`src/design/stat_map_pkg.sv`:
```
//################################################
// statistics register map
// address window and counter geometry of the block
//################################################

`default_nettype none

package stat_map_pkg;

  localparam int num_counters = 44;
  localparam int addr_width = 7;
  localparam int data_width = 32;

  // counters are one bit narrower than the host data word
  localparam int counter_width = 31;

  // the 44 carries are split over two host registers
  localparam int carry_lo_bits = 24;
  localparam int carry_hi_bits = 20;

  // counters occupy 0x20 up to 0x4B, one word each
  localparam logic [addr_width-1:0] counter_base = 7'h20;

  // everything up to here is acknowledged, reserved words read as zero
  localparam logic [addr_width-1:0] window_last = 7'h5F;

  localparam logic [addr_width-1:0] carry_lo_addr = 7'h4C;
  localparam logic [addr_width-1:0] carry_hi_addr = 7'h4D;
  localparam logic [addr_width-1:0] mask_lo_addr = 7'h4E;
  localparam logic [addr_width-1:0] mask_hi_addr = 7'h4F;

endpackage

`default_nettype wire

```
`src/design/stat_types_pkg.sv`:
```
//################################################
// statistics block types
// host words, counter values and per-counter vectors
//################################################

`default_nettype none

package stat_types_pkg;

  typedef logic [stat_map_pkg::addr_width-1:0] stat_addr_t;
  typedef logic [stat_map_pkg::data_width-1:0] stat_data_t;

  typedef logic [stat_map_pkg::counter_width-1:0] counter_value_t;
  typedef counter_value_t [stat_map_pkg::num_counters-1:0] counter_bank_t;

  // one bit per counter, used for carries and for the strobes
  typedef logic [stat_map_pkg::num_counters-1:0] counter_vec_t;

  typedef logic [stat_map_pkg::carry_lo_bits-1:0] mask_lo_t;
  typedef logic [stat_map_pkg::carry_hi_bits-1:0] mask_hi_t;

endpackage

`default_nettype wire

```
`src/design/stat_access_if.sv`:
```
//################################################
// synchronized host access bus
// carries the access towards the targets and their read words back
//################################################

`default_nettype none

interface stat_access_if;

  // request level after the second synchronizer stage
  logic active;
  // first cycle of active
  logic access_pulse;
  logic is_read;
  stat_types_pkg::stat_addr_t addr;
  stat_types_pkg::stat_data_t wdata;
  logic clear_all_pulse;

  // read words of the targets, zero when not addressed
  stat_types_pkg::stat_data_t rdata_counter;
  stat_types_pkg::stat_data_t rdata_carry;

  modport host (
    output active,
    output access_pulse,
    output is_read,
    output addr,
    output wdata,
    output clear_all_pulse,
    input  rdata_counter,
    input  rdata_carry
  );

  modport target (
    input  active,
    input  access_pulse,
    input  is_read,
    input  addr,
    input  wdata,
    input  clear_all_pulse,
    output rdata_counter,
    output rdata_carry
  );

endinterface

`default_nettype wire

```
`src/design/stat_host_sync.sv`:
```
//################################################
// host side of the statistics block
// synchronizes req and clear_all, builds ack and merges read data
//################################################

`default_nettype none

module stat_host_sync (
  input  logic                       clk,
  input  logic                       rst,
  input  logic                       req,
  input  logic                       read,
  input  stat_types_pkg::stat_addr_t addr,
  input  stat_types_pkg::stat_data_t wdata,
  input  logic                       clear_all,
  stat_access_if.host                acc,
  output logic                       ack,
  output stat_types_pkg::stat_data_t rdata
);

  logic req_s1;
  logic req_s2;
  logic req_s3;
  logic clr_s1;
  logic clr_s2;
  logic clr_s3;
  logic in_window;

  // req and clear_all come from another clock domain
  always_ff @(posedge clk)
  begin
    if (rst)
    begin
      req_s1 <= 1'b0;
      req_s2 <= 1'b0;
      req_s3 <= 1'b0;
      clr_s1 <= 1'b0;
      clr_s2 <= 1'b0;
      clr_s3 <= 1'b0;
    end
    else
    begin
      req_s1 <= req;
      req_s2 <= req_s1;
      req_s3 <= req_s2;
      clr_s1 <= clear_all;
      clr_s2 <= clr_s1;
      clr_s3 <= clr_s2;
    end
  end

  // addr, read and wdata are held by the host for the whole request
  assign acc.active = req_s2;
  assign acc.access_pulse = req_s2 & ~req_s3;
  assign acc.is_read = read;
  assign acc.addr = addr;
  assign acc.wdata = wdata;
  assign acc.clear_all_pulse = clr_s2 & ~clr_s3;

  assign in_window = (addr >= stat_map_pkg::counter_base) &&
                     (addr <= stat_map_pkg::window_last);

  // reads wait one more stage so the counter latch is settled first
  always_ff @(posedge clk)
  begin
    if (rst)
    begin
      ack <= 1'b0;
    end
    else if (ack && !req_s2)
    begin
      ack <= 1'b0;
    end
    else if (!ack && in_window && ((req_s2 && !read) || (req_s3 && read)))
    begin
      ack <= 1'b1;
    end
  end

  assign rdata = (req_s2 && read) ? (acc.rdata_counter | acc.rdata_carry) : '0;

endmodule

`default_nettype wire

```
`src/design/stat_counter_port.sv`:
```
//################################################
// counter access port
// selects one counter, latches it for reads and drives its strobes
//################################################

`default_nettype none

module stat_counter_port (
  input  logic                          clk,
  input  logic                          rst,
  stat_access_if.target                 acc,
  input  stat_types_pkg::counter_bank_t counter_value,
  input  logic                          clear_on_read,
  output stat_types_pkg::counter_vec_t  counter_clear,
  output stat_types_pkg::counter_vec_t  counter_write
);

  stat_types_pkg::counter_vec_t   sel;
  stat_types_pkg::counter_value_t sel_value;
  stat_types_pkg::counter_value_t read_latch;
  logic                           latch_valid;
  logic                           rd_pulse;
  logic                           wr_pulse;

  // one-hot decode of 0x20..0x4B and the matching value
  always_comb
  begin
    sel = '0;
    sel_value = '0;
    for (int i = 0; i < stat_map_pkg::num_counters; i++)
    begin
      sel[i] = (acc.addr == stat_types_pkg::stat_addr_t'(stat_map_pkg::counter_base + i));
      if (sel[i])
      begin
        sel_value = sel_value | counter_value[i];
      end
    end
  end

  assign rd_pulse = acc.access_pulse & acc.is_read;
  assign wr_pulse = acc.access_pulse & ~acc.is_read;

  // the value is frozen when the read starts, the counter keeps running
  always_ff @(posedge clk)
  begin
    if (rd_pulse)
    begin
      read_latch <= sel_value;
    end
  end

  always_ff @(posedge clk)
  begin
    if (rst)
    begin
      latch_valid <= 1'b0;
    end
    else if (rd_pulse && (|sel))
    begin
      latch_valid <= 1'b1;
    end
    else if (!acc.active)
    begin
      latch_valid <= 1'b0;
    end
  end

  assign acc.rdata_counter = latch_valid ? stat_types_pkg::stat_data_t'(read_latch) : '0;

  assign counter_write = sel & {stat_map_pkg::num_counters{wr_pulse}};

  // clear_all hits every counter at once
  assign counter_clear = (sel & {stat_map_pkg::num_counters{rd_pulse & clear_on_read}}) |
                         {stat_map_pkg::num_counters{acc.clear_all_pulse}};

endmodule

`default_nettype wire

```
`src/design/stat_carry_ctrl.sv`:
```
//################################################
// carry and interrupt mask registers
// write-one-to-clear carries and a level interrupt
//################################################

`default_nettype none

module stat_carry_ctrl (
  input  logic                         clk,
  input  logic                         rst,
  stat_access_if.target                acc,
  input  stat_types_pkg::counter_vec_t carry,
  output stat_types_pkg::counter_vec_t carry_clear,
  output logic                         irq
);

  stat_types_pkg::mask_lo_t                  mask_lo;
  stat_types_pkg::mask_hi_t                  mask_hi;
  logic [stat_map_pkg::carry_lo_bits-1:0]    carry_lo;
  logic [stat_map_pkg::carry_hi_bits-1:0]    carry_hi;
  logic                                      wr_pulse;
  logic                                      sel_carry_lo;
  logic                                      sel_carry_hi;
  logic                                      sel_mask_lo;
  logic                                      sel_mask_hi;

  assign carry_lo = carry[stat_map_pkg::carry_lo_bits-1:0];
  assign carry_hi = carry[stat_map_pkg::num_counters-1:stat_map_pkg::carry_lo_bits];

  assign wr_pulse = acc.access_pulse & ~acc.is_read;
  assign sel_carry_lo = (acc.addr == stat_map_pkg::carry_lo_addr);
  assign sel_carry_hi = (acc.addr == stat_map_pkg::carry_hi_addr);
  assign sel_mask_lo = (acc.addr == stat_map_pkg::mask_lo_addr);
  assign sel_mask_hi = (acc.addr == stat_map_pkg::mask_hi_addr);

  // masks come up all ones so no interrupt fires before software sets them
  always_ff @(posedge clk)
  begin
    if (rst)
    begin
      mask_lo <= '1;
      mask_hi <= '1;
    end
    else if (wr_pulse)
    begin
      if (sel_mask_lo)
      begin
        mask_lo <= acc.wdata[stat_map_pkg::carry_lo_bits-1:0];
      end
      if (sel_mask_hi)
      begin
        mask_hi <= acc.wdata[stat_map_pkg::carry_hi_bits-1:0];
      end
    end
  end

  // a one written to a carry bit clears that carry in the counter bank
  assign carry_clear[stat_map_pkg::carry_lo_bits-1:0] =
    {stat_map_pkg::carry_lo_bits{wr_pulse & sel_carry_lo}} &
    acc.wdata[stat_map_pkg::carry_lo_bits-1:0];
  assign carry_clear[stat_map_pkg::num_counters-1:stat_map_pkg::carry_lo_bits] =
    {stat_map_pkg::carry_hi_bits{wr_pulse & sel_carry_hi}} &
    acc.wdata[stat_map_pkg::carry_hi_bits-1:0];

  always_comb
  begin
    acc.rdata_carry = '0;
    if (sel_carry_lo)
      acc.rdata_carry = stat_types_pkg::stat_data_t'(carry_lo);
    if (sel_carry_hi)
      acc.rdata_carry = stat_types_pkg::stat_data_t'(carry_hi);
    if (sel_mask_lo)
      acc.rdata_carry = stat_types_pkg::stat_data_t'(mask_lo);
    if (sel_mask_hi)
      acc.rdata_carry = stat_types_pkg::stat_data_t'(mask_hi);
  end

  assign irq = |(carry & ~{mask_hi, mask_lo});

endmodule

`default_nettype wire

```
`src/design/stat_block.sv`:
```
//################################################
// MAC statistics register block
// host access to 44 event counters, carries and interrupt masks
//################################################

`default_nettype none

module stat_block (
  input  logic                          clk,
  input  logic                          rst,
  input  logic                          req,
  input  logic                          read,
  input  stat_types_pkg::stat_addr_t    addr,
  input  stat_types_pkg::stat_data_t    wdata,
  input  logic                          clear_on_read,
  input  logic                          clear_all,
  input  stat_types_pkg::counter_vec_t  carry,
  input  stat_types_pkg::counter_bank_t counter_value,
  output stat_types_pkg::stat_data_t    rdata,
  output logic                          ack,
  output logic                          irq,
  output stat_types_pkg::counter_vec_t  counter_clear,
  output stat_types_pkg::counter_vec_t  counter_write,
  output stat_types_pkg::counter_vec_t  carry_clear
);

  stat_access_if acc ();

  stat_host_sync i_host_sync (
    .clk       (clk),
    .rst       (rst),
    .req       (req),
    .read      (read),
    .addr      (addr),
    .wdata     (wdata),
    .clear_all (clear_all),
    .acc       (acc.host),
    .ack       (ack),
    .rdata     (rdata)
  );

  stat_counter_port i_counter_port (
    .clk           (clk),
    .rst           (rst),
    .acc           (acc.target),
    .counter_value (counter_value),
    .clear_on_read (clear_on_read),
    .counter_clear (counter_clear),
    .counter_write (counter_write)
  );

  stat_carry_ctrl i_carry_ctrl (
    .clk         (clk),
    .rst         (rst),
    .acc         (acc.target),
    .carry       (carry),
    .carry_clear (carry_clear),
    .irq         (irq)
  );

endmodule

`default_nettype wire

```
`config.mk`:
```
export PLATFORM = sky130hd
export DESIGN_NAME = stat_block
export DESIGN_NICKNAME = d
export VERILOG_FILES = /design/src/design/stat_map_pkg.sv /design/src/design/stat_types_pkg.sv /design/src/design/stat_access_if.sv /design/src/design/stat_host_sync.sv /design/src/design/stat_counter_port.sv /design/src/design/stat_carry_ctrl.sv /design/src/design/stat_block.sv
export SDC_FILE = /design/constraint.sdc
export NUM_CORES = 1
export LEC_CHECK = 0
export BUFFER_PORTS_ARGS = -buffer_cell sky130_fd_sc_hd__buf_4
export CORE_AREA = 2 2 632 634
export DETAILED_ROUTE_END_ITERATION = 7
export DIE_AREA = 0 0 634 636
export GPL_ROUTABILITY_DRIVEN = 0
export HOLD_SLACK_MARGIN = 0.15
export MAX_ROUTING_LAYER = met4
export PLACE_DENSITY = 0.3
export SYNTH_ARGS = -nofsm -noshare
export SYNTH_HDL_FRONTEND = slang
export SYNTH_SLANG_ARGS = --single-unit
```
`constraint.sdc`:
```
create_clock -name clk -period 4.8 [get_ports clk]
set_input_delay 0.48 -clock clk [delete_from_list [all_inputs] [get_ports clk]]
set_output_delay 0.48 -clock clk [all_outputs]
set_load 0.02 [all_outputs]
```
; ---- Yosys cells after proc, flatten, opt, wreduce, memory -nomap -nowiden
; Cells that the tools add are included.
[word_totals]
reg_bits = 83
inputBits = 1453
output_inout_bits = 166
word_cells = 192
[classes]
magnitude_cmp = 2
n_eq_ne = 49
muxes = 52
bitwise_logic = 61
n_reduce_logical = 17
[op_table]
columns = operator, count
row1 = 31-bit two-way mux, 45
row2 = 31-bit bitwise OR, 43
row3 = "7-bit by 6-bit == test with 1-bit output, second input constant", 32
row4 = 44-bit AND, 3
row5 = "7-bit == test, second input constant", 16
row6 = 24-bit two-way mux, 4
row7 = 44-bit OR reduction, 2
row8 = 44-bit NOT, 1
row9 = 44-bit bitwise OR, 1
row10 = 32-bit two-way mux, 1
row11 = 32-bit bitwise OR, 1
row12 = 24-bit AND, 1
row13 = 20-bit AND, 1
row14 = 1-bit logical AND, 8
row15 = 1-bit AND, 7
row16 = "7-bit by 6-bit >= comparator with 1-bit output, second input constant", 1
row17 = "7-bit <= comparator, second input constant", 1
row18 = 2-bit AND reduction, 2
row19 = 1-bit logical NOT, 3
row20 = 1-bit NOT, 3
row21 = 1-bit two-way mux, 2
row22 = "2-bit by 1-bit != test with 1-bit output, second input constant", 1
row23 = 2-bit OR reduction, 1
row24 = 1-bit logical OR, 1

; ---- Longest topological paths before layout
[depth]
ltp_word = 88
mapped_depth = 12

; ---- Least setup slack after synthesis
; No wires, ideal clock.
[synth_timing]
path_type = input -> output
start = in read
end = out counter_clear[10]
arrival_time_ns = 3.090
t_required_ns = 4.320
slack_ns = 1.230
path_stages = 6
path_cell_list = nand2_1 nor2_1 and2_1 nand2_1 clkbuf_1 o21ai_0
[synth_via]
elab_chain_cells = 4
[synth_rtl]
columns = item, line_no
row1 = from (decl), stat_block.sv:12  ; input logic read,
row2 = 1-bit AND, stat_counter_port.sv:40  ; assign rd_pulse = acc.access_pulse & acc.is_read;
row3 = net i_counter_port.rd_pulse, stat_counter_port.sv:22  ; logic rd_pulse;
row4 = 1-bit AND, stat_counter_port.sv:73  ; assign counter_clear = (sel & {stat_map_pkg::num_counters{rd_pulse & clear_on_read}}) |
row5 = 44-bit AND, stat_counter_port.sv:73
row6 = 44-bit bitwise OR, stat_counter_port.sv:73
row7 = to (decl), stat_block.sv:22  ; output stat_types_pkg::counter_vec_t counter_clear,
; The timed path passes the listed nets, and every way through them passes these cells.

; ---- Worst setup path in the final report
[layout_timing]
start = in addr[2]
end = out rdata[6]
[layout_via]
elab_chain_cells = 7
word_cells_on_any_way = 10
classes_between = eq/ne: 4 / mux: 5 / bitwise: 1
[layout_rtl]
columns = item, line_no
row1 = from (decl), stat_block.sv:13  ; input stat_types_pkg::stat_addr_t addr,
row2 = 7-bit == test, stat_carry_ctrl.sv:31  ; assign sel_carry_lo = (acc.addr == stat_map_pkg::carry_lo_addr);
row3 = 24-bit two-way mux, stat_carry_ctrl.sv:68  ; if (sel_carry_lo)
row4 = 24-bit two-way mux, stat_carry_ctrl.sv:70  ; if (sel_carry_hi)
row5 = 24-bit two-way mux, stat_carry_ctrl.sv:72  ; if (sel_mask_lo)
row6 = 24-bit two-way mux *, stat_carry_ctrl.sv:74  ; if (sel_mask_hi)
row7 = 32-bit bitwise OR *, stat_host_sync.sv:80  ; assign rdata = (req_s2 && read) ? (acc.rdata_counter | acc.rdata_carry) : '0;
row8 = 32-bit two-way mux *, stat_host_sync.sv:80
row9 = to (decl), stat_block.sv:19  ; output stat_types_pkg::stat_data_t rdata,
; Every way passes the cells marked *; elsewhere a longest branch is shown, timed or not.

==> impl_summary.txt <==
----------------------------------------------------
[Placed design]
  Half-perimeter wire length of the detailed placement result ... 407,000 µm
  Cells after DPL ... 9,391
  Worst setup slack before clock tree synthesis ... 0.666 ns
  Count of port buffers added during placement ... 1,609
  Cell area after placement ... 39,100 µm²

[Synth]
  Post-Syn Instances ... 2,174
  Share of flip-flops with an asynchronous set or reset after synthesis ... 0
  Main flop type after synthesis ... sky130_fd_sc_hd__dfxtp_1
  Combined area of all synthesized cells ... 15,800 µm²
  Post-synthesis average cell area ... 7.26 µm²
  Warning count from the yosys run ... 0
  Number of enable flip-flop cells after synthesis ... 31
  Post-synthesis net count ... 3,627
  Sequential cell area fraction in the yosys report ... 0.125
  Number of register bits inferred by synthesis ... 83
  Number of distinct library cell variants in the gate-level netlist after synthesis ... 85

[Worst setup path]
  Worst Path Required ... 4.32 ns
  Max stage delay on crit path ... 0.70 ns
  Nature of the critical path startpoint ... primary input
  Slowest-stage cell, CP ... sky130_fd_sc_hd__and2_2
  Maximum fanout along the worst path ... 47
  Critical Path Sink Type ... output port
  Worst path arrival time ... 3.27 ns
  Type of the setup path with the least slack ... primary input to output port
  Cell breakdown of the critical path ... buf_8 -> and2_2 -> nand2_1 -> buf_4 -> nor2_2 -> buf_12 -> buf_4 -> a22oi_1 -> a31oi_1 -> buf_4
  Critical Path Most Common Cell ... sky130_fd_sc_hd__buf_4

[Die]
  IO Count ... 1,619
  Full die area ... 403,000 µm²
  Standard-cell row count ... 232
  Effective utilization at floorplan ... 0.0397
  Die extent in y ... 636 µm
  Die width ... 634 µm
  Core Area ... 397,000 µm²

[STA]
  Setup repair after global routing missed its margin ... no
  Slew headroom ... 0.0540
  Final setup viols ... 0
  Skew final ... 0.0429 ns
  Total count of max-transition violations in the final report ... 0
  Post-layout minimum cycle time ... 3.75 ns
  Hold slack ... 0.255 ns
  Transition time at the pin with the least slew margin ... 1.38 ns
  Period Utilization, post-route ... 0.780
  Peak Freq ... 0.267 GHz
  Sum of negative setup slack ... 0 ns
  Final hold violations ... 0
  Setup slack after layout ... 1.05 ns

[Layout]
  Net count reported at finish ... 5,590
  Largest register by flop count ... i_counter_port.read_latch
  Commonest cells after routing, fill and taps aside ... sky130_fd_sc_hd__buf_4 (2,113), sky130_fd_sc_hd__a22oi_1 (296), sky130_fd_sc_hd__nand2_1 (204)
  Final instance count without filler cells ... 9,649
  Design Area, Final ... 40,100 µm²
  Number of inserted filler cells in the final layout ... 46.5k
  Max reg flops ... 31
  Area growth from synthesis to layout ... 154%
  Proportion of layout cells with a drive suffix above 1 ... 0.580
  Registers with the highest flip-flop counts ... i_counter_port.read_latch (31), i_carry_ctrl.mask_lo (24), i_carry_ctrl.mask_hi (20)
  Most common library cell in the layout ignoring fill and taps ... sky130_fd_sc_hd__buf_4
  Final Util ... 0.101

[Pwr]
  Sum of internal, switching and leakage power ... 5.16 mW
  Worst supply voltage drop on vdd ... 0.000143 V
  Leak ... 16.3 nW
  Pwr dens ... 129 nW/µm²

[Hold path]
  Type of the tightest min-delay check ... primary input to flop

[Clocking]
  Bufs on Longest Clock Path ... 2
  Worst-path clk slew ... 0.11 ns
  Number of H-tree levels ... 3
  # Post-CTS Setup Buffers ... 0
  Cell chosen for the clock root ... sky130_fd_sc_hd__clkbuf_16
  Count of clock tree sinks ... 83
  TritonCTS clock tree ... yes
  Clock network latency to the later pin of the worst-skew pair ... 0.46 ns
  Number of instances resized during post-cts repair ... 0
  Number of buffers created by CTS ... 9
  Hold_buf cts ... 0

[Global route]
  Pin count of the biggest net entering global routing ... 56
  Global-route wire length before repair ... 524,000 µm
  Overflow left after global routing ... 0
  Number of global-route vias before repair ... 31.2k
  Overall Global Routing Usage ... 0.224
  Number of antenna violations at the first check in global routing ... 399

[Detailed routing]
  DRC violations left ... 0
  Met3 routed wirelength ... 38,600 µm
  Via count ... 32.4k
  Wire length on met2 ... 225,000 µm
  Iter 0 DRT Violations ... 4,338
  Via-to-Cell Ratio ... 3.35
  Metal1 wirelength ... 180,000 µm
  Wire length per cell ... 47.2 µm
  Antenna Violating Nets Remaining ... 0
  Highest metal layer with signal wires ... met4
  Post-Route WL ... 456,000 µm
  Initial DRT Pass Iterations ... 8

[Flow run]
  Number of max-cap violations ... 0

[Outcome]
  Result of the run ... complete, no violations

----------------------------------------------------
[synthesized netlist by cell type, drive strengths merged, types with 22 or more instances]
cell | number | area, µm²
a21oi | 70 | 350
a221oi | 54 | 479
a222oi | 37 | 370
a22o | 82 | 718
a22oi | 297 | 2230
a31oi | 39 | 244
a32oi | 22 | 193
and2 | 33 | 211
and3 | 36 | 225
buf | 118 | 731
clkbuf | 123 | 462
dfxtp | 52 | 1040
edfxtp | 31 | 931
inv | 50 | 188
mux2 | 70 | 796
mux2i | 139 | 1390
nand2 | 210 | 793
nand3 | 70 | 350
nor2 | 147 | 564
o211ai | 22 | 165
o21ai | 118 | 591
o22ai | 92 | 576
[worst paths after layout]
check | from | endpoint | slack (ns) | cells past startpoint
max | addr[2] | rdata[6] | 1.05 | 10
min | clear_all | i_host_sync.clr_s1 | 0.25 | 2
max reg2reg | i_host_sync.acc.active | i_counter_port.latch_valid | 2.17 | 6
min reg2reg | i_host_sync.req_s1 | i_host_sync.acc.active | 0.45 | 1
[power breakdown]
group	total, mW	internal, mW	switching (mW)
clock network	0.896	0.404	0.492
logic	3.49	1.47	2.03
registers	0.770	0.744	0.0255
total	5.16	2.62	2.54
[layer usage]
metal  GRT usage  vias to the layer above
met4      0.0633                        0
met5           -                        -
met2       0.376                     2549
li1            -                    13046
met3      0.0723                      386
met1       0.252                    16371
[logic make-up (layout without fill, tap and decap cells)]
group | count (synthesis) | count (layout) | share of synthesized area
buf+inv | 291 | 2259 | 0.0875
simple gates | 622 | 622 | 0.193
other cells | 1 | 243 | 0.000238
compound gates | 961 | 961 | 0.446
flops | 83 | 83 | 0.125
mux | 216 | 216 | 0.149
[worst max-delay path: cells and delay by family]
kind / cells / cell delay, ns
buf+inv: 5 / 1.12
simple gates: 3 / 1.13
compound gates: 2 / 0.31
[area by class of cell]
class	instances	area, µm²	area share
Timing Repair Buffer	2193	17500	0.436
Clock inverter	4	30.0	0.000750
Clock buffer	12	268	0.00669
Sequential cell	83	1970	0.0493
Tap cell	5265	6590	0.164
Multi-Input combinational cell	1800	12900	0.323
Antenna cell	242	606	0.0151
Inverter	50	189	0.00472
Power figures use the tool's default switching activity.
